File: src/ttc_defs.svh
// TTC lite shared widths, channel count and APB address field positions
`ifndef TTC_DEFS_SVH
`define TTC_DEFS_SVH

// ------------------------------
// Channel and datapath widths
// ------------------------------
`define TTC_NUM_CH       3        // Timer channels
`define TTC_CNT_W        16       // Counter, interval and match width
`define TTC_DATA_W       32       // APB data bus
`define TTC_ADDR_W       8        // APB address bus

// ------------------------------
// APB address fields
// ------------------------------
// Channel index sits just above the word offset
`define TTC_CH_LSB       2
`define TTC_CH_MSB       3
// Register index in the upper nibble
`define TTC_REG_LSB      4
`define TTC_REG_MSB      7

// ------------------------------
// Control and status widths
// ------------------------------
`define TTC_CLK_CTRL_W   5        // Prescale enable plus 4-bit select
`define TTC_CNTR_CTRL_W  5        // Disable, interval, down, match, restart
`define TTC_IRQ_W        5        // Interval, three matches, overflow

`endif

File: src/ttc_pkg.sv
// TTC lite types for counter values, register map and control bit positions
`include "ttc_defs.svh"

package ttc_pkg;

   // Counter, interval and match values share one width
   typedef logic [`TTC_CNT_W-1:0] ttc_cnt_t;

   // Register index within a channel, from paddr[7:4]
   typedef enum logic [3:0] {
      REG_CLK_CTRL   = 4'd0,   // RW
      REG_CNTR_CTRL  = 4'd1,   // RW, restart bit self-clears
      REG_COUNT      = 4'd2,   // RO
      REG_INTERVAL   = 4'd3,   // RW
      REG_MATCH1     = 4'd4,   // RW
      REG_MATCH2     = 4'd5,   // RW
      REG_MATCH3     = 4'd6,   // RW
      REG_IRQ_STATUS = 4'd7,   // RO, clear on read
      REG_IRQ_EN     = 4'd8    // RW
   } ttc_reg_e;               // 9 to 15 unmapped

   // Bit positions in status and enable
   typedef enum logic [2:0] {
      IRQ_INTERVAL = 3'd0,
      IRQ_MATCH1   = 3'd1,
      IRQ_MATCH2   = 3'd2,
      IRQ_MATCH3   = 3'd3,
      IRQ_OVERFLOW = 3'd4
   } ttc_irq_bit_e;

   // Bit positions in counter control
   typedef enum logic [2:0] {
      CNTR_DISABLE  = 3'd0,    // Stops tick and prescaler
      CNTR_INTERVAL = 3'd1,    // Reload mode, else free running
      CNTR_DOWN     = 3'd2,
      CNTR_MATCH_EN = 3'd3,
      CNTR_RESTART  = 3'd4     // Loads start value, then clears
   } ttc_cntr_bit_e;

endpackage

File: src/ttc_apb_decode.sv
// TTC lite APB decoder, turns transfers into channel strobes and read requests
`include "ttc_defs.svh"

module ttc_apb_decode (
   input  logic                          pclk,
   input  logic                          rst_n,
   input  logic                          psel,
   input  logic                          penable,
   input  logic                          pwrite,
   input  logic [`TTC_ADDR_W-1:0]        paddr,
   input  logic [`TTC_DATA_W-1:0]        pwdata,
   output logic [`TTC_NUM_CH-1:0]        wr_en,      // One per channel
   output ttc_pkg::ttc_reg_e             wr_reg,
   output ttc_pkg::ttc_cnt_t             wr_data,
   output logic [`TTC_NUM_CH-1:0]        clear_irq,  // Status read, access phase
   output logic                          rd_en,      // Read setup phase
   output logic [1:0]                    rd_ch,
   output ttc_pkg::ttc_reg_e             rd_reg
);

   localparam int CH_W  = `TTC_CH_MSB - `TTC_CH_LSB + 1;
   localparam int REG_W = `TTC_REG_MSB - `TTC_REG_LSB + 1;

   logic [CH_W-1:0]  ch_idx;
   logic [REG_W-1:0] reg_idx;
   logic             ch_ok;      // Channel exists
   logic             reg_ok;     // Register mapped
   logic             reg_wr_ok;  // Mapped and writable
   logic             setup_ph;
   logic             access_ph;

   // ------------------------------
   // Address split and map check
   // ------------------------------
   assign ch_idx    = paddr[`TTC_CH_MSB:`TTC_CH_LSB];
   assign reg_idx   = paddr[`TTC_REG_MSB:`TTC_REG_LSB];
   assign ch_ok     = (int'(ch_idx) < `TTC_NUM_CH);    // Index 3 has no channel
   assign reg_ok    = (reg_idx <= REG_W'(ttc_pkg::REG_IRQ_EN));
   assign reg_wr_ok = reg_ok &&
                      (reg_idx != REG_W'(ttc_pkg::REG_COUNT)) &&
                      (reg_idx != REG_W'(ttc_pkg::REG_IRQ_STATUS));

   assign setup_ph  = psel && !penable;
   assign access_ph = psel && penable;

   // ------------------------------
   // Per-channel strobes
   // ------------------------------
   always_comb begin
      for (int i = 0; i < `TTC_NUM_CH; i++) begin
         // Write lands on the edge closing the access phase
         wr_en[i]     = access_ph && pwrite && ch_ok && reg_wr_ok &&
                        (ch_idx == CH_W'(i));
         clear_irq[i] = access_ph && !pwrite && ch_ok &&
                        (reg_idx == REG_W'(ttc_pkg::REG_IRQ_STATUS)) &&
                        (ch_idx == CH_W'(i));
      end
   end

   assign wr_reg  = ttc_pkg::ttc_reg_e'(reg_idx);
   assign wr_data = pwdata[`TTC_CNT_W-1:0];    // Upper half ignored

   // Readback samples at end of setup, data held through access
   assign rd_en  = setup_ph && !pwrite && ch_ok && reg_ok;
   assign rd_ch  = ch_idx;
   assign rd_reg = ttc_pkg::ttc_reg_e'(reg_idx);

   // Bus master must never raise penable outside a selected transfer
   a_penable_needs_psel: assert property (
      @(posedge pclk) disable iff (!rst_n)
      penable |-> psel
   );

endmodule

File: src/ttc_prescaler.sv
// TTC lite prescaler, divides pclk by a power of two into a count tick
`include "ttc_defs.svh"

module ttc_prescaler (
   input  logic                          pclk,
   input  logic                          rst_n,
   input  logic                          enable,    // Channel running
   input  logic                          restart,   // Clock control written
   input  logic [`TTC_CLK_CTRL_W-1:0]    clk_ctrl,
   output logic                          tick
);

   logic [15:0] div_cnt;
   logic [15:0] div_max;   // Period minus one
   logic [3:0]  sel;       // Prescale select N
   logic        pre_en;    // Prescale enable

   assign pre_en = clk_ctrl[0];
   assign sel    = clk_ctrl[4:1];

   // 2^(N+1) - 1, N=15 gives full 16 bits
   assign div_max = 16'hffff >> (4'd15 - sel);

   // ------------------------------
   // Divider count
   // ------------------------------
   always_ff @(posedge pclk) begin
      if (!rst_n) begin
         div_cnt <= '0;
      end else if (restart || !enable || !pre_en) begin
         div_cnt <= '0;                            // Hold at phase zero
      end else if (div_cnt == div_max) begin
         div_cnt <= '0;
      end else begin
         div_cnt <= div_cnt + 16'd1;
      end
   end

   // Every cycle when bypassed, else once per period
   assign tick = enable && (!pre_en || (div_cnt == div_max));

endmodule

File: src/ttc_timer_channel.sv
// TTC lite timer channel with registers, up/down counter, match and interrupt logic
`include "ttc_defs.svh"

module ttc_timer_channel (
   input  logic                          pclk,
   input  logic                          rst_n,
   input  logic                          wr_en,
   input  ttc_pkg::ttc_reg_e             wr_reg,
   input  ttc_pkg::ttc_cnt_t             wr_data,
   input  logic                          clear_irq,   // Status read access
   output logic [`TTC_CLK_CTRL_W-1:0]    clk_ctrl,
   output logic [`TTC_CNTR_CTRL_W-1:0]   cntr_ctrl,
   output ttc_pkg::ttc_cnt_t             count,
   output ttc_pkg::ttc_cnt_t             interval,
   output ttc_pkg::ttc_cnt_t             match1,
   output ttc_pkg::ttc_cnt_t             match2,
   output ttc_pkg::ttc_cnt_t             match3,
   output logic [`TTC_IRQ_W-1:0]         irq_status,
   output logic [`TTC_IRQ_W-1:0]         irq_en,
   output logic                          irq
);

   ttc_pkg::ttc_cnt_t       cnt_nxt;     // Count after this tick
   ttc_pkg::ttc_cnt_t       start_val;   // Loaded by restart
   logic [`TTC_IRQ_W-1:0]   evt;         // Events if tick taken
   logic                    tick;
   logic                    enable;
   logic                    pre_restart;
   logic                    restart;
   logic                    down;
   logic                    intv_mode;

   assign enable      = !cntr_ctrl[ttc_pkg::CNTR_DISABLE];
   assign down        = cntr_ctrl[ttc_pkg::CNTR_DOWN];
   assign intv_mode   = cntr_ctrl[ttc_pkg::CNTR_INTERVAL];
   assign restart     = cntr_ctrl[ttc_pkg::CNTR_RESTART];
   assign pre_restart = wr_en && (wr_reg == ttc_pkg::REG_CLK_CTRL);

   ttc_prescaler u_prescaler (
      .pclk     (pclk),
      .rst_n    (rst_n),
      .enable   (enable),
      .restart  (pre_restart),
      .clk_ctrl (clk_ctrl),
      .tick     (tick)
   );

   // ------------------------------
   // Register file
   // ------------------------------
   always_ff @(posedge pclk) begin
      if (!rst_n) begin
         clk_ctrl <= '0;
         interval <= '0;
         match1   <= '0;
         match2   <= '0;
         match3   <= '0;
         irq_en   <= '0;
      end else if (wr_en) begin
         case (wr_reg)
            ttc_pkg::REG_CLK_CTRL: clk_ctrl <= wr_data[`TTC_CLK_CTRL_W-1:0];
            ttc_pkg::REG_INTERVAL: interval <= wr_data;
            ttc_pkg::REG_MATCH1:   match1   <= wr_data;
            ttc_pkg::REG_MATCH2:   match2   <= wr_data;
            ttc_pkg::REG_MATCH3:   match3   <= wr_data;
            ttc_pkg::REG_IRQ_EN:   irq_en   <= wr_data[`TTC_IRQ_W-1:0];
            default: ;                                  // Handled below or read only
         endcase
      end
   end

   // Counter control, restart bit drops after one cycle
   always_ff @(posedge pclk) begin
      if (!rst_n) begin
         cntr_ctrl <= '0;
      end else if (wr_en && (wr_reg == ttc_pkg::REG_CNTR_CTRL)) begin
         cntr_ctrl <= wr_data[`TTC_CNTR_CTRL_W-1:0];
      end else if (restart) begin
         cntr_ctrl[ttc_pkg::CNTR_RESTART] <= 1'b0;
      end
   end

   // ------------------------------
   // Next count and events
   // ------------------------------
   assign start_val = !down    ? '0 :
                      intv_mode ? interval : '1;

   always_comb begin
      cnt_nxt = count;
      evt     = '0;
      if (intv_mode && down) begin
         if (count == '0) begin
            cnt_nxt                    = interval;   // Reload at bottom
            evt[ttc_pkg::IRQ_INTERVAL] = 1'b1;
         end else begin
            cnt_nxt = count - 1'b1;
         end
      end else if (intv_mode) begin
         // Catches an interval lowered below the count too
         if (count >= interval) begin
            cnt_nxt                    = '0;
            evt[ttc_pkg::IRQ_INTERVAL] = 1'b1;
         end else begin
            cnt_nxt = count + 1'b1;
         end
      end else begin
         cnt_nxt                    = down ? count - 1'b1 : count + 1'b1;
         evt[ttc_pkg::IRQ_OVERFLOW] = down ? (count == '0) : (count == '1);
      end
      if (cntr_ctrl[ttc_pkg::CNTR_MATCH_EN]) begin
         evt[ttc_pkg::IRQ_MATCH1] = (cnt_nxt == match1);
         evt[ttc_pkg::IRQ_MATCH2] = (cnt_nxt == match2);
         evt[ttc_pkg::IRQ_MATCH3] = (cnt_nxt == match3);
      end
   end

   always_ff @(posedge pclk) begin
      if (!rst_n) begin
         count <= '0;
      end else if (restart) begin
         count <= start_val;        // Wins over a tick
      end else if (tick) begin
         count <= cnt_nxt;
      end
   end

   // ------------------------------
   // Interrupt status
   // ------------------------------
   // Event on the clearing edge survives
   always_ff @(posedge pclk) begin
      if (!rst_n) begin
         irq_status <= '0;
      end else begin
         irq_status <= (clear_irq ? '0 : irq_status) |
                       ((tick && !restart) ? evt : '0);
      end
   end

   assign irq = |(irq_status & irq_en);

   // Reload keeps an up-counting interval count in range, barring a write
   a_up_count_in_range: assert property (
      @(posedge pclk) disable iff (!rst_n)
      (tick && !wr_en && intv_mode && !down && (interval != '0))
         |=> (count <= interval)
   );

endmodule

File: src/ttc_readback.sv
// TTC lite readback mux, registers the addressed channel register onto prdata
`include "ttc_defs.svh"

module ttc_readback (
   input  logic                          pclk,
   input  logic                          rst_n,
   input  logic                          rd_en,
   input  logic [1:0]                    rd_ch,
   input  ttc_pkg::ttc_reg_e             rd_reg,
   input  logic [`TTC_CLK_CTRL_W-1:0]    clk_ctrl   [`TTC_NUM_CH],
   input  logic [`TTC_CNTR_CTRL_W-1:0]   cntr_ctrl  [`TTC_NUM_CH],
   input  ttc_pkg::ttc_cnt_t             count      [`TTC_NUM_CH],
   input  ttc_pkg::ttc_cnt_t             interval   [`TTC_NUM_CH],
   input  ttc_pkg::ttc_cnt_t             match1     [`TTC_NUM_CH],
   input  ttc_pkg::ttc_cnt_t             match2     [`TTC_NUM_CH],
   input  ttc_pkg::ttc_cnt_t             match3     [`TTC_NUM_CH],
   input  logic [`TTC_IRQ_W-1:0]         irq_status [`TTC_NUM_CH],
   input  logic [`TTC_IRQ_W-1:0]         irq_en     [`TTC_NUM_CH],
   output logic [`TTC_DATA_W-1:0]        prdata
);

   localparam int DW = `TTC_DATA_W;

   logic [DW-1:0] rd_val;   // Zero-extended field

   // ------------------------------
   // Field select
   // ------------------------------
   // rd_ch is only trusted when rd_en is high
   always_comb begin
      rd_val = '0;
      case (rd_reg)
         ttc_pkg::REG_CLK_CTRL:   rd_val = DW'(clk_ctrl[rd_ch]);
         ttc_pkg::REG_CNTR_CTRL:  rd_val = DW'(cntr_ctrl[rd_ch]);
         ttc_pkg::REG_COUNT:      rd_val = DW'(count[rd_ch]);
         ttc_pkg::REG_INTERVAL:   rd_val = DW'(interval[rd_ch]);
         ttc_pkg::REG_MATCH1:     rd_val = DW'(match1[rd_ch]);
         ttc_pkg::REG_MATCH2:     rd_val = DW'(match2[rd_ch]);
         ttc_pkg::REG_MATCH3:     rd_val = DW'(match3[rd_ch]);
         ttc_pkg::REG_IRQ_STATUS: rd_val = DW'(irq_status[rd_ch]);
         ttc_pkg::REG_IRQ_EN:     rd_val = DW'(irq_en[rd_ch]);
         default:                 rd_val = '0;     // Unmapped
      endcase
   end

   // ------------------------------
   // Read data register
   // ------------------------------
   // Captured at end of setup, stable for the access phase
   always_ff @(posedge pclk) begin
      if (!rst_n) begin
         prdata <= '0;
      end else if (rd_en) begin
         prdata <= rd_val;
      end else begin
         prdata <= '0;           // Bus idles at zero
      end
   end

endmodule

File: src/ttc_lite.sv
// TTC lite top, APB slave with three timer channels and one interrupt per channel
`include "ttc_defs.svh"

module ttc_lite (
   input  logic                          pclk,
   input  logic                          rst_n,
   input  logic                          psel,
   input  logic                          penable,
   input  logic                          pwrite,
   input  logic [`TTC_ADDR_W-1:0]        paddr,
   input  logic [`TTC_DATA_W-1:0]        pwdata,
   output logic [`TTC_DATA_W-1:0]        prdata,
   output logic [`TTC_NUM_CH-1:0]        interrupt   // One per channel
);

   // ------------------------------
   // Decoder to channels and readback
   // ------------------------------
   logic [`TTC_NUM_CH-1:0]      wr_en;
   ttc_pkg::ttc_reg_e           wr_reg;
   ttc_pkg::ttc_cnt_t           wr_data;
   logic [`TTC_NUM_CH-1:0]      clear_irq;
   logic                        rd_en;
   logic [1:0]                  rd_ch;
   ttc_pkg::ttc_reg_e           rd_reg;

   // Channel register views
   logic [`TTC_CLK_CTRL_W-1:0]  clk_ctrl   [`TTC_NUM_CH];
   logic [`TTC_CNTR_CTRL_W-1:0] cntr_ctrl  [`TTC_NUM_CH];
   ttc_pkg::ttc_cnt_t           count      [`TTC_NUM_CH];
   ttc_pkg::ttc_cnt_t           interval   [`TTC_NUM_CH];
   ttc_pkg::ttc_cnt_t           match1     [`TTC_NUM_CH];
   ttc_pkg::ttc_cnt_t           match2     [`TTC_NUM_CH];
   ttc_pkg::ttc_cnt_t           match3     [`TTC_NUM_CH];
   logic [`TTC_IRQ_W-1:0]       irq_status [`TTC_NUM_CH];
   logic [`TTC_IRQ_W-1:0]       irq_en     [`TTC_NUM_CH];

   ttc_apb_decode u_decode (
      .pclk, .rst_n, .psel, .penable, .pwrite, .paddr, .pwdata,
      .wr_en, .wr_reg, .wr_data, .clear_irq, .rd_en, .rd_ch, .rd_reg
   );

   // Identical channels, shared write bus
   for (genvar ch = 0; ch < `TTC_NUM_CH; ch++) begin : g_ch
      ttc_timer_channel u_channel (
         .pclk       (pclk),
         .rst_n      (rst_n),
         .wr_en      (wr_en[ch]),
         .wr_reg     (wr_reg),
         .wr_data    (wr_data),
         .clear_irq  (clear_irq[ch]),
         .clk_ctrl   (clk_ctrl[ch]),
         .cntr_ctrl  (cntr_ctrl[ch]),
         .count      (count[ch]),
         .interval   (interval[ch]),
         .match1     (match1[ch]),
         .match2     (match2[ch]),
         .match3     (match3[ch]),
         .irq_status (irq_status[ch]),
         .irq_en     (irq_en[ch]),
         .irq        (interrupt[ch])
      );
   end

   ttc_readback u_readback (
      .pclk, .rst_n, .rd_en, .rd_ch, .rd_reg,
      .clk_ctrl, .cntr_ctrl, .count, .interval,
      .match1, .match2, .match3, .irq_status, .irq_en,
      .prdata
   );

endmodule

File: config.mk
export PLATFORM = sky130hd
export DESIGN_NAME = ttc_lite
export DESIGN_NICKNAME = d
export VERILOG_FILES = /design/src/ttc_pkg.sv /design/src/ttc_apb_decode.sv /design/src/ttc_prescaler.sv /design/src/ttc_timer_channel.sv /design/src/ttc_readback.sv /design/src/ttc_lite.sv
export VERILOG_INCLUDE_DIRS = /design/src /design/src/src
export SDC_FILE = /design/constraint.sdc
export NUM_CORES = 1
export LEC_CHECK = 0
export BUFFER_PORTS_ARGS = -buffer_cell sky130_fd_sc_hd__buf_2
export CAP_MARGIN = 20
export CORE_MARGIN = 1
export CORE_UTILIZATION = 55
export DETAILED_ROUTE_END_ITERATION = 10
export PLACE_DENSITY = 0.8
export SLEW_MARGIN = 20
export SYNTH_ARGS = -nofsm -noshare
export SYNTH_HDL_FRONTEND = slang
export SYNTH_SLANG_ARGS = --single-unit
export TNS_END_PERCENT = 20
File: constraint.sdc
create_clock -name pclk -period 4.4 [get_ports pclk]
set_clock_uncertainty 0.2 [all_clocks]
set_input_delay 0 -clock pclk [delete_from_list [all_inputs] [get_ports pclk]]
set_output_delay 0 -clock pclk [all_outputs]
set_load 0.02 [all_outputs]
After elaboration in Yosys (flattened, before gate mapping)
Index checks and enable logic that the tools add are counted.

Flip-flop bits (word level): 380. Bits of input ports: 45. Output and inout port bits: 35. Logic and storage cells: 265.

$add $sub $neg: 12. Magnitude comparators: 6. Equal/unequal tests: 27. Shift operators: 3. Multiplexer cells: 85. Bitwise logic cells: 8. Reduce and logical (&&, ||, !) cells: 90.

Operators with widths (number): $mux W16 (37); $eq A16 B16 Y1 (12); $bmux W16 S2 (5); $pmux W16 S9 (1); $add A16 B1 Y16 const B (6); $mux W5 (14); $eq A16 B16 Y1 const B (3); $ge A16 B16 Y1 (3); $logic_not A16 Y1 (3); $shr A16 B4 Y16 const A (3); $sub A16 B1 Y16 const B (3); $reduce_and A2 Y1 (22); $bmux W5 S2 (4); $logic_and A1 B1 Y1 (34); $mux W1 (21); $eq A4 B3 Y1 const B (4); $and A5 B5 Y5 (3); $or A5 B5 Y5 (3); $reduce_or A5 Y1 (3); $sub A4 B4 Y4 const A (3); $logic_not A1 Y1 (11); $logic_or A1 B1 Y1 (9); $mux W3 (3); $reduce_or A3 Y1 (3); 15 further kinds (18).

Depth between registers and ports, before layout
Gate-level depths: netlist of the first run.

Depth after elaboration: 9. Gate-level depth with buffers: 14. Gate-level depth less buffers: 11.

By module
From an unflattened synthesis of the first run, not the netlist that was laid out.

Cell total of the unflattened synthesis: 3252. Area, all modules: 25409.4 um^2.

Modules (own cells, without submodules): ttc_timer_channel (times used 3, cells an instance 805, area each 6243.5 um^2, seq. area each 2001.9 um^2); ttc_readback (times used 1, cells an instance 390, area each 3190.6 um^2, seq. area each 320.3 um^2); ttc_prescaler (times used 3, cells an instance 134, area each 1061.0 um^2, seq. area each 320.3 um^2); ttc_apb_decode (times used 1, cells an instance 45, area each 305.3 um^2, seq. area each 0.0 um^2).

Least setup slack after synthesis of the first run
OpenSTA, ideal clock, no wires.

Path kind: register -> register. From: register g_ch[0].u_channel.count[0]. To: register g_ch[0].u_channel.irq_status[1]. Library setup time: 0.087 ns. Arrival: 3.537 ns. Data required time: 4.113 ns. Slack: 0.576 ns. Cell stages (with the launch flop): 12. Path buffers: 0. Period minus slack after synthesis: 3.824 ns. Cells stage by stage: dfxtp_1 inv_1 ha_1 nand2b_1 a2111oi_0 nor4b_1 o31ai_1 o2111ai_2 xnor2_1 or4b_1 or4_1 o31ai_1.

Word-level cells in the longest chain between the ends: 8. Elaborated cells on any way between the ends: 13. Classes of those cells: add/sub: 2; order compare: 1; eq/ne: 1; mux: 7; bitwise: 1; reduce/logical: 1.

Ends and longest elaborated chain: start, declared (RTL line ttc_timer_channel.sv:13) `output ttc_pkg::ttc_cnt_t count,`; start signal, assigned (RTL line ttc_timer_channel.sv:122) `count <= start_val;`; start signal, assigned (RTL line ttc_timer_channel.sv:124) `count <= cnt_nxt;`; $add A16 B1 Y16 (tied with other cells) (RTL line ttc_timer_channel.sv:105, ttc_timer_channel.sv:108); $mux W16, on equally long branches (RTL line ttc_timer_channel.sv:108, ttc_timer_channel.sv:101); $mux W16 (RTL line ttc_timer_channel.sv:99) `end else if (intv_mode) begin`; $mux W16 * (RTL line ttc_timer_channel.sv:92) `if (intv_mode && down) begin`; $eq A16 B16 Y1 * (RTL line ttc_timer_channel.sv:112) `evt[ttc_pkg::IRQ_MATCH1] = (cnt_nxt == match1);`; $mux W3 * (RTL line ttc_timer_channel.sv:111) `if (cntr_ctrl[ttc_pkg::CNTR_MATCH_EN]) begin`; $mux W5 * (RTL line ttc_timer_channel.sv:137) `((tick && !restart) ? evt : '0);`; $or A5 B5 Y5 * (RTL line ttc_timer_channel.sv:136) `irq_status <= (clear_irq ? '0 : irq_status) |`; end signal, assigned (RTL line ttc_timer_channel.sv:136); end, declared (RTL line ttc_timer_channel.sv:18) `` output logic [`TTC_IRQ_W-1:0] irq_status, ``.

Every way passes the cells marked *; elsewhere a longest branch is shown, timed or not. A chain may end at the register's enable or synchronous reset.

Worst setup path after layout of the first run
From: register g_ch[0].u_channel.count[13]. To: register g_ch[0].u_channel.irq_status[1].

Same word-level chain as after synthesis.

==> Flow_metrics.wiki, run 1 <==
{| class="wikitable"
! Metric !! Value
|-
| Run status || finished clean
|-
| Worst-case reg-to-reg path depth || 9
|-
| Post-layout min period || 4.14 ns
|-
| Classification of the worst-slack hold path || in2reg
|-
| Endpoint of the worst-slack reg-to-reg timing path || g_ch[0].u_channel.irq_status[1]
|-
| Detailed Route Iter0 Violations || 4,493
|-
| Number of enable-type register cells in the synthesized netlist || 0
|-
| Area of combinational cells with multiple inputs || 16,300 um2
|-
| Placed wire-length estimate || 70.5 mm
|-
| Number of antenna violations at the first check in global routing || 0
|-
| Worst Path Max Fanout || 12
|-
| Overall die width || 215 um
|-
| FILL cells || 4,002
|-
| Worst slew margin relative to its limit || 0.282
|-
| Fin util || 0.614
|-
| Worst supply voltage drop on vdd || 0.281 mV
|-
| Synth warn || 0
|-
| Final standard cell count with taps included and fillers excluded || 3,957
|-
| Vert. Die Dim || 215 um
|-
| Leading cell types by total area after synthesis || sky130_fd_sc_hd__dfxtp_1 29%, sky130_fd_sc_hd__nand2_1 10%, sky130_fd_sc_hd__a21boi_0 7.2%, sky130_fd_sc_hd__mux2i_1 5.5%, sky130_fd_sc_hd__o21ai_0 4.0%
|-
| Cell at the slowest stage of the critical path || sky130_fd_sc_hd__o31a_1
|-
| CTS tree || built
|-
| Cells after DPL || 3,855
|-
| DRC violation count after routing || 0
|-
| Number of max-capacitance violations reported || 0
|-
| Count of final max-slew check failures || 0
|-
| Crit-path cells || ha_1 > nand4_1 > nor2_1 > nor4b_1 > o31a_1 > nor4_1 > or4b_1 > or4_1 > o31ai_1
|-
| Final worst path period share || 0.941
|-
| Post-synth top area share || 0.291
|-
| Final Hold Violating Endpoints || 0
|-
| Slack of the worst reg-to-reg path || 0.26 ns
|-
| First-pass detailed-route iteration total || 6
|-
| Total Routed Length || 98.3 mm
|-
| Capturing element type of the critical path || flip-flop
|-
| Power density normalized to cell area || 280 nW/um2
|-
| Clock sink total || 364
|-
| Wire length per cell || 24.8 um
|-
| Worst r2r src || g_ch[0].u_channel.count[13]
|-
| Commonest cells post-synth || 689 x sky130_fd_sc_hd__nand2_1, 364 x sky130_fd_sc_hd__dfxtp_1, 240 x sky130_fd_sc_hd__clkbuf_1
|-
| Cells on Worst Hold Path || 4
|-
| Critical path launch point type || flip-flop
|-
| Clock Tree Buf Depth || 3
|-
| Clock root cell || sky130_fd_sc_hd__clkbuf_16
|-
| Maximum number of pins on one net before global-route repair || 107
|-
| Number of endpoints failing setup at the final stage || 0
|-
| Worst path bufs/invs || 0
|-
| Vias || 26,436
|-
| Cell area after synthesis || 25,000 um2
|-
| Vias in the first global route || 23,847
|-
| Resize count post-CTS || 0
|-
| Most used flip-flop cell after synthesis || sky130_fd_sc_hd__dfxtp_1
|-
| Register area share after synthesis || 0.291
|-
| Delay of the slowest critical-path stage || 0.63 ns
|-
| Worst hold endpoint || g_ch[0].u_channel.match2[14]
|-
| Tot GR Track Use || 0.411
|-
| CP Data Arrival Time || 4.44 ns
|-
| Starting density of the core || 0.561
|-
| Transition at the pin with the smallest max-transition slack || 1.08 ns
|-
| RSZ-0062 raised after global routing || false
|-
| Share of cells above drive strength 1 || 0.0764
|-
| Setup total negative slack || 0 ns
|-
| Floorplan Core Area || 44,600 um2
|-
| Congestion Overflow GR || 0
|-
| Average size of a mapped cell || 7.37 um2
|-
| Area enclosed by the die boundary || 46,400 um2
|-
| Area grow syn2layout || 9.31%
|-
| Post-route antenna net violation count || 0
|-
| Final weighted congestion in routability-driven placement || 1.07
|-
| Clock insertion delay at the later pin of the skew report || 0.60 ns
|-
| Most frequent cell after synthesis || sky130_fd_sc_hd__nand2_1
|-
| Leakage power of the design || 9.61 nW
|-
| Port Buf Inserts || 45
|-
| Synth Instances || 3,399
|-
| CTS H-Tree Depth || 2
|-
| Async S/R FF share, synth || 0
|-
| Clock transition at the registers of the reported paths || 0.07 ns
|-
| Flip-flop and latch count after synthesis || 364
|-
| Number of vias per cell || 6.68
|-
| Top-level I/O count || 80
|-
| Fmax || 242 MHz
|-
| Post-synth top area cell || sky130_fd_sc_hd__dfxtp_1
|-
| WS Path Type || reg2reg
|-
| Seq. cell area || 7290 um2
|-
| Number of rows created at floorplan || 77
|-
| Unique cell type count in the Yosys netlist || 98
|-
| Global-route wire length before repair || 147 mm
|-
| Crit path required time || 4.69 ns
|-
| Startpoint of the worst hold path || pwdata[14]
|-
| Num CTS Buffers || 42
|-
| Number of nets at the end of the flow || 3,436
|-
| Family with the most delay on the worst path || simple AND/OR/NAND/NOR gates
|}
-- worst reg2reg max path: stages (launching register included) --
cell and delay, ns:
sky130_fd_sc_hd__dfxtp_1 0.59, sky130_fd_sc_hd__ha_1 0.23, sky130_fd_sc_hd__nand4_1 0.14, sky130_fd_sc_hd__nor2_1 0.26, sky130_fd_sc_hd__nor4b_1 0.55, sky130_fd_sc_hd__o31a_1 0.63
sky130_fd_sc_hd__nor4_1 0.12, sky130_fd_sc_hd__or4b_1 0.58, sky130_fd_sc_hd__or4_1 0.50, sky130_fd_sc_hd__o31ai_1 0.23
-- kinds of logic (layout without fill, tap and decap cells) --
family / Yosys count / in the layout / share of synthesized area
buffers and inverters: 389 / 339 / 0.0620
other: 1 / 17 / 0.000150
and+or+nand+nor: 1402 / 1402 / 0.262
xor gates and xnor gates: 141 / 141 / 0.0493
muxes: 139 / 139 / 0.0556
AOI/OAI and AO/OA: 906 / 906 / 0.252
DFF: 364 / 364 / 0.291
adders and majority gates: 57 / 57 / 0.0285
-- cell type report --
type	count	area share
antenna	1	0.0000914
clock buffer	54	0.0408
clock inverter	20	0.0105
inverter	98	0.0134
multi-input combinational	2661	0.597
sequential	364	0.266
tap	592	0.0271
timing repair buffer	167	0.0450
-- state kept, by name (all words and copies together) (netlist names), 16 cells and up --
register                            count
g_ch.u_channel.match1                  48
g_ch.u_channel.interval                48
g_ch.u_channel.count                   48
u_readback.prdata                      16
g_ch.u_channel.u_prescaler.div_cnt     48
g_ch.u_channel.match3                  48
g_ch.u_channel.match2                  48
-- timing repair --
action                    CTS  global route
setup buffers               0             0
hold buffers               26             0
hold endpoints to repair  281             0
-- stage by stage --
stage          cell area (um2)  total power, mW  worst slack [ns]  hold slack (ns)
6_report                 27400             7.66             0.260            0.182
5_1_grt                  27400             7.81             0.198            0.216
3_5_place_dp             25700             3.98             0.484            0.219
4_1_cts                  27400             7.61             0.469            0.173
2_1_floorplan            25100             3.80             0.576          -0.0551
3_3_place_gp             25700             3.97             0.524            0.216
-- worst max-delay path by stage --
stage	start	end	slack, ns	cells after the start
floorplan	g_ch[0].u_channel.count[0]	g_ch[0].u_channel.irq_status[1]	0.58	11
global placement	g_ch[0].u_channel.count[13]	g_ch[0].u_channel.irq_status[1]	0.52	9
detailed placement	g_ch[0].u_channel.count[13]	g_ch[0].u_channel.irq_status[1]	0.48	9
CTS	g_ch[0].u_channel.count[13]	g_ch[0].u_channel.irq_status[1]	0.47	9
global route	g_ch[0].u_channel.count[13]	g_ch[0].u_channel.irq_status[1]	0.20	9
finish	g_ch[0].u_channel.count[13]	g_ch[0].u_channel.irq_status[1]	0.26	9
-- report_power, final --
part	switching, mW	internal [mW]	leakage (nW)
Sequential	0.0207	3.30	2.93
Clock	1.55	2.16	0.685
Combinational	0.411	0.219	6.00
-- placed cells by master (no fill, tap or decap), types with 16 or more instances in the layout --
cell / Yosys / layout
sky130_fd_sc_hd__nand2_1: 689 / 689
sky130_fd_sc_hd__dfxtp_1: 364 / 363
sky130_fd_sc_hd__a21boi_0: 239 / 239
sky130_fd_sc_hd__o21ai_0: 198 / 198
sky130_fd_sc_hd__nor2_1: 175 / 175
sky130_fd_sc_hd__mux2i_1: 138 / 138
sky130_fd_sc_hd__nand3_1: 119 / 119
sky130_fd_sc_hd__inv_1: 96 / 96
sky130_fd_sc_hd__buf_4: 19 / 95
sky130_fd_sc_hd__a21oi_1: 94 / 94
sky130_fd_sc_hd__nor3_1: 80 / 76
sky130_fd_sc_hd__xnor2_1: 73 / 73
sky130_fd_sc_hd__xor2_1: 68 / 68
sky130_fd_sc_hd__ha_1: 57 / 57
sky130_fd_sc_hd__nand4_1: 53 / 53
sky130_fd_sc_hd__a22oi_1: 44 / 44
sky130_fd_sc_hd__o211ai_1: 44 / 44
sky130_fd_sc_hd__buf_2: 10 / 43
sky130_fd_sc_hd__clkbuf_16: 0 / 42
sky130_fd_sc_hd__nor4_1: 44 / 41
sky130_fd_sc_hd__and2_1: 40 / 40
sky130_fd_sc_hd__nor2b_1: 34 / 32
sky130_fd_sc_hd__a31oi_1: 29 / 28
sky130_fd_sc_hd__dlygate4sd3_1: 0 / 26
sky130_fd_sc_hd__nand2b_1: 25 / 25
sky130_fd_sc_hd__o22ai_1: 24 / 24
sky130_fd_sc_hd__or4_1: 22 / 22
sky130_fd_sc_hd__and3_1: 22 / 22
sky130_fd_sc_hd__or3_1: 22 / 22
sky130_fd_sc_hd__o311a_1: 18 / 18
sky130_fd_sc_hd__o21ai_1: 16 / 16
sky130_fd_sc_hd__o31ai_1: 17 / 16
sky130_fd_sc_hd__conb_1: 1 / 16
-- per-layer routing --
layer  share of wire  GRT usage
met1            0.37      0.532
met2            0.41      0.588
met3            0.14      0.131
met4           0.077      0.263
met5               0          0
Note: power is estimated with default switching activity, not from simulation.
==> run 2: changes to the inputs <==
--- a/config.mk
+++ b/config.mk
@@ -9,5 +9,4 @@
 export BUFFER_PORTS_ARGS = -buffer_cell sky130_fd_sc_hd__buf_2
 export CAP_MARGIN = 20
-export CORE_MARGIN = 1
 export CORE_UTILIZATION = 55
 export DETAILED_ROUTE_END_ITERATION = 10
==> constraint.sdc (replaced) <==
create_clock -name pclk -period 4.4 [get_ports pclk]
set_clock_uncertainty 0.2 [all_clocks]
set_input_delay 0.22 -clock pclk [delete_from_list [all_inputs] [get_ports pclk]]
set_output_delay 0.22 -clock pclk [all_outputs]
set_load 0.02 [all_outputs]
==> Flow_metrics.wiki, run 2 (synthesis results as in run 1) <==
{| class="wikitable"
! Metric !! Value
|-
| Peak-usage layer in the global routing report || met2
|-
| Classification of the worst-slack hold path || in2reg
|-
| Congestion Overflow GR || 0
|-
| Number of max-capacitance violations reported || 0
|-
| Vert. Die Dim || 215 um
|-
| Vias in the first global route || 23,701
|-
| Met2 routing resource usage after global routing || 0.583
|-
| Crit path required time || 4.70 ns
|-
| Num CTS Buffers || 42
|-
| Hold Buf Count CTS || 15
|-
| Setup total negative slack || 0 ns
|-
| CTS H-Tree Depth || 2
|-
| Run status || finished clean
|-
| Post-layout min period || 4.06 ns
|-
| Worst-case setup margin in the final layout || 0.339 ns
|-
| Number of vias per cell || 6.72
|-
| Number of antenna violations at the first check in global routing || 0
|-
| Fmax || 246 MHz
|-
| Vias || 26,553
|-
| Area grow syn2layout || 9.14%
|-
| DRC violation count after routing || 0
|-
| Detailed Route Iter0 Violations || 4,791
|-
| Critical path launch point type || flip-flop
|-
| Number of endpoints failing setup at the final stage || 0
|-
| Final worst path period share || 0.923
|-
| Startpoint of the worst hold path || pwdata[3]
|-
| Area enclosed by the die boundary || 46,400 um2
|-
| Fin util || 0.613
|-
| Worst slew margin relative to its limit || 0.266
|-
| Power density normalized to cell area || 281 nW/um2
|-
| Met1 usage in global routing || 0.537
|-
| Final weighted congestion in routability-driven placement || 1.04
|-
| Area of all placed cells without fillers || 27,300 um2
|-
| Floorplan Core Area || 44,600 um2
|-
| Slack of the worst reg-to-reg path || 0.34 ns
|-
| Worst-case reg-to-reg path depth || 12
|-
| Worst supply voltage drop on vdd || 0.355 mV
|-
| Number of rows created at floorplan || 77
|-
| Total Routed Length || 96.8 mm
|-
| Met3 global-route usage || 0.110
|-
| CTS tree || built
|-
| Clock sink total || 364
|-
| Cells on Worst Hold Path || 3
|-
| Share of cells above drive strength 1 || 0.0790
|-
| Worst hold endpoint || g_ch[2].u_channel.match1[3]
|-
| Endpoint of the worst-slack reg-to-reg timing path || g_ch[1].u_channel.irq_status[3]
|-
| Leakage power of the design || 9.60 nW
|-
| Post-route antenna net violation count || 0
|-
| Starting density of the core || 0.561
|-
| Overall die width || 215 um
|-
| Clock insertion delay at the later pin of the skew report || 0.59 ns
|-
| Placed wire-length estimate || 69.1 mm
|-
| Area post-placement || 25,700 um2
|-
| CP Data Arrival Time || 4.36 ns
|-
| Pre-CTS setup slack || 0.382 ns
|-
| Clock Tree Buf Depth || 3
|-
| Most common cell after layout, fill and taps aside || sky130_fd_sc_hd__nand2_1
|-
| Port Buf Inserts || 45
|-
| RSZ-0062 raised after global routing || false
|-
| Number of nets at the end of the flow || 3,427
|-
| Count of final max-slew check failures || 0
|-
| WS Path Type || reg2reg
|-
| Capturing element type of the critical path || flip-flop
|-
| Worst Path Max Fanout || 27
|-
| Post-CTS Setup Repair Bufs || 0
|-
| Global-route wire length before repair || 145 mm
|-
| Transition at the pin with the smallest max-transition slack || 1.10 ns
|-
| Wire length per cell || 24.5 um
|-
| Startpoint of the worst setup timing path || g_ch[1].u_channel.interval[13]
|-
| Top-level I/O count || 80
|-
| Final Hold Violating Endpoints || 0
|-
| Clock transition at the registers of the reported paths || 0.06 ns
|-
| Most frequent cells in the layout || 689 x sky130_fd_sc_hd__nand2_1, 364 x sky130_fd_sc_hd__dfxtp_1, 239 x sky130_fd_sc_hd__a21boi_0
|-
| Maximum number of pins on one net before global-route repair || 158
|-
| Resize count post-CTS || 0
|-
| First-pass detailed-route iteration total || 7
|-
| Clock root cell || sky130_fd_sc_hd__clkbuf_16
|-
| Worst r2r src || g_ch[1].u_channel.interval[13]
|-
| Tot GR Track Use || 0.402
|}
==> run 2: cell types whose count changed in the layout (fill, tap and decap cells not counted), moves of 2 or more <==
cell                            delta
sky130_fd_sc_hd__dlygate4sd3_1    -11
sky130_fd_sc_hd__clkbuf_8          +8
sky130_fd_sc_hd__clkbuf_1          -6
sky130_fd_sc_hd__clkinvlp_4        +3
sky130_fd_sc_hd__buf_4             +2
sky130_fd_sc_hd__bufinv_16         -2
sky130_fd_sc_hd__clkinv_4          -2
==> run 2: power by group <==
| group | total, mW | internal [mW] | switching, mW | leakage [nW] |
|---|---|---|---|---|
| clock | 3.74 | 2.20 | 1.54 | 0.710 |
| sequential | 3.33 | 3.30 | 0.0229 | 2.93 |
| combinational | 0.616 | 0.212 | 0.405 | 5.96 |
==> run 2: cell type report <==
cell class,count,area [um2]
inverters,98,368
well taps,592,741
diodes,1,2.50
multi-input cells,2661,16300
repair buffers,158,1140
flip-flops and latches,364,7290
clock buffers,57,1230
clock inverters,18,226
fillers,4031,17300
==> run 2: how the worst max path moves through the flow <==
stage                                            to  slack, ns  depth (start not counted)
floorplan           g_ch[0].u_channel.irq_status[1]       0.58                         11
global placement    g_ch[1].u_channel.irq_status[3]       0.48                         12
detailed placement  g_ch[1].u_channel.irq_status[3]       0.38                         12
CTS                 g_ch[1].u_channel.irq_status[3]       0.38                         12
global route        g_ch[1].u_channel.irq_status[2]       0.15                         12
finish              g_ch[1].u_channel.irq_status[3]       0.34                         12
==> run 2: metrics by stage <==
step / cells / power [mW] / hold WS, ns
floorplan: 3414 / 3.80 / 0.165
global placement: 3858 / 3.97 / 0.254
detailed placement: 3858 / 3.97 / 0.263
CTS: 3948 / 7.66 / 0.00413
global route: 3948 / 7.84 / 0.0266
finish: 3949 / 7.68 / 0.0395
==> run 2: layer usage <==
layer,up-vias,share of wire
li1,11910,-
met1,12238,0.38
met2,1985,0.41
met3,418,0.14
met4,2,0.066
met5,-,0.00083
==> run 2: worst max-delay path, stage by stage, from the launching register on <==
cell and delay [ns]:
sky130_fd_sc_hd__dfxtp_1 0.42, sky130_fd_sc_hd__inv_1 0.07, sky130_fd_sc_hd__ha_1 0.29, sky130_fd_sc_hd__nand4_1 0.18, sky130_fd_sc_hd__or4_1 0.58, sky130_fd_sc_hd__a221o_1 0.33
sky130_fd_sc_hd__a311oi_4 0.45, sky130_fd_sc_hd__buf_4 0.36, sky130_fd_sc_hd__or3_1 0.15, sky130_fd_sc_hd__o211ai_1 0.08, sky130_fd_sc_hd__a2111o_1 0.39, sky130_fd_sc_hd__a2111o_1 0.29
sky130_fd_sc_hd__o31ai_1 0.18
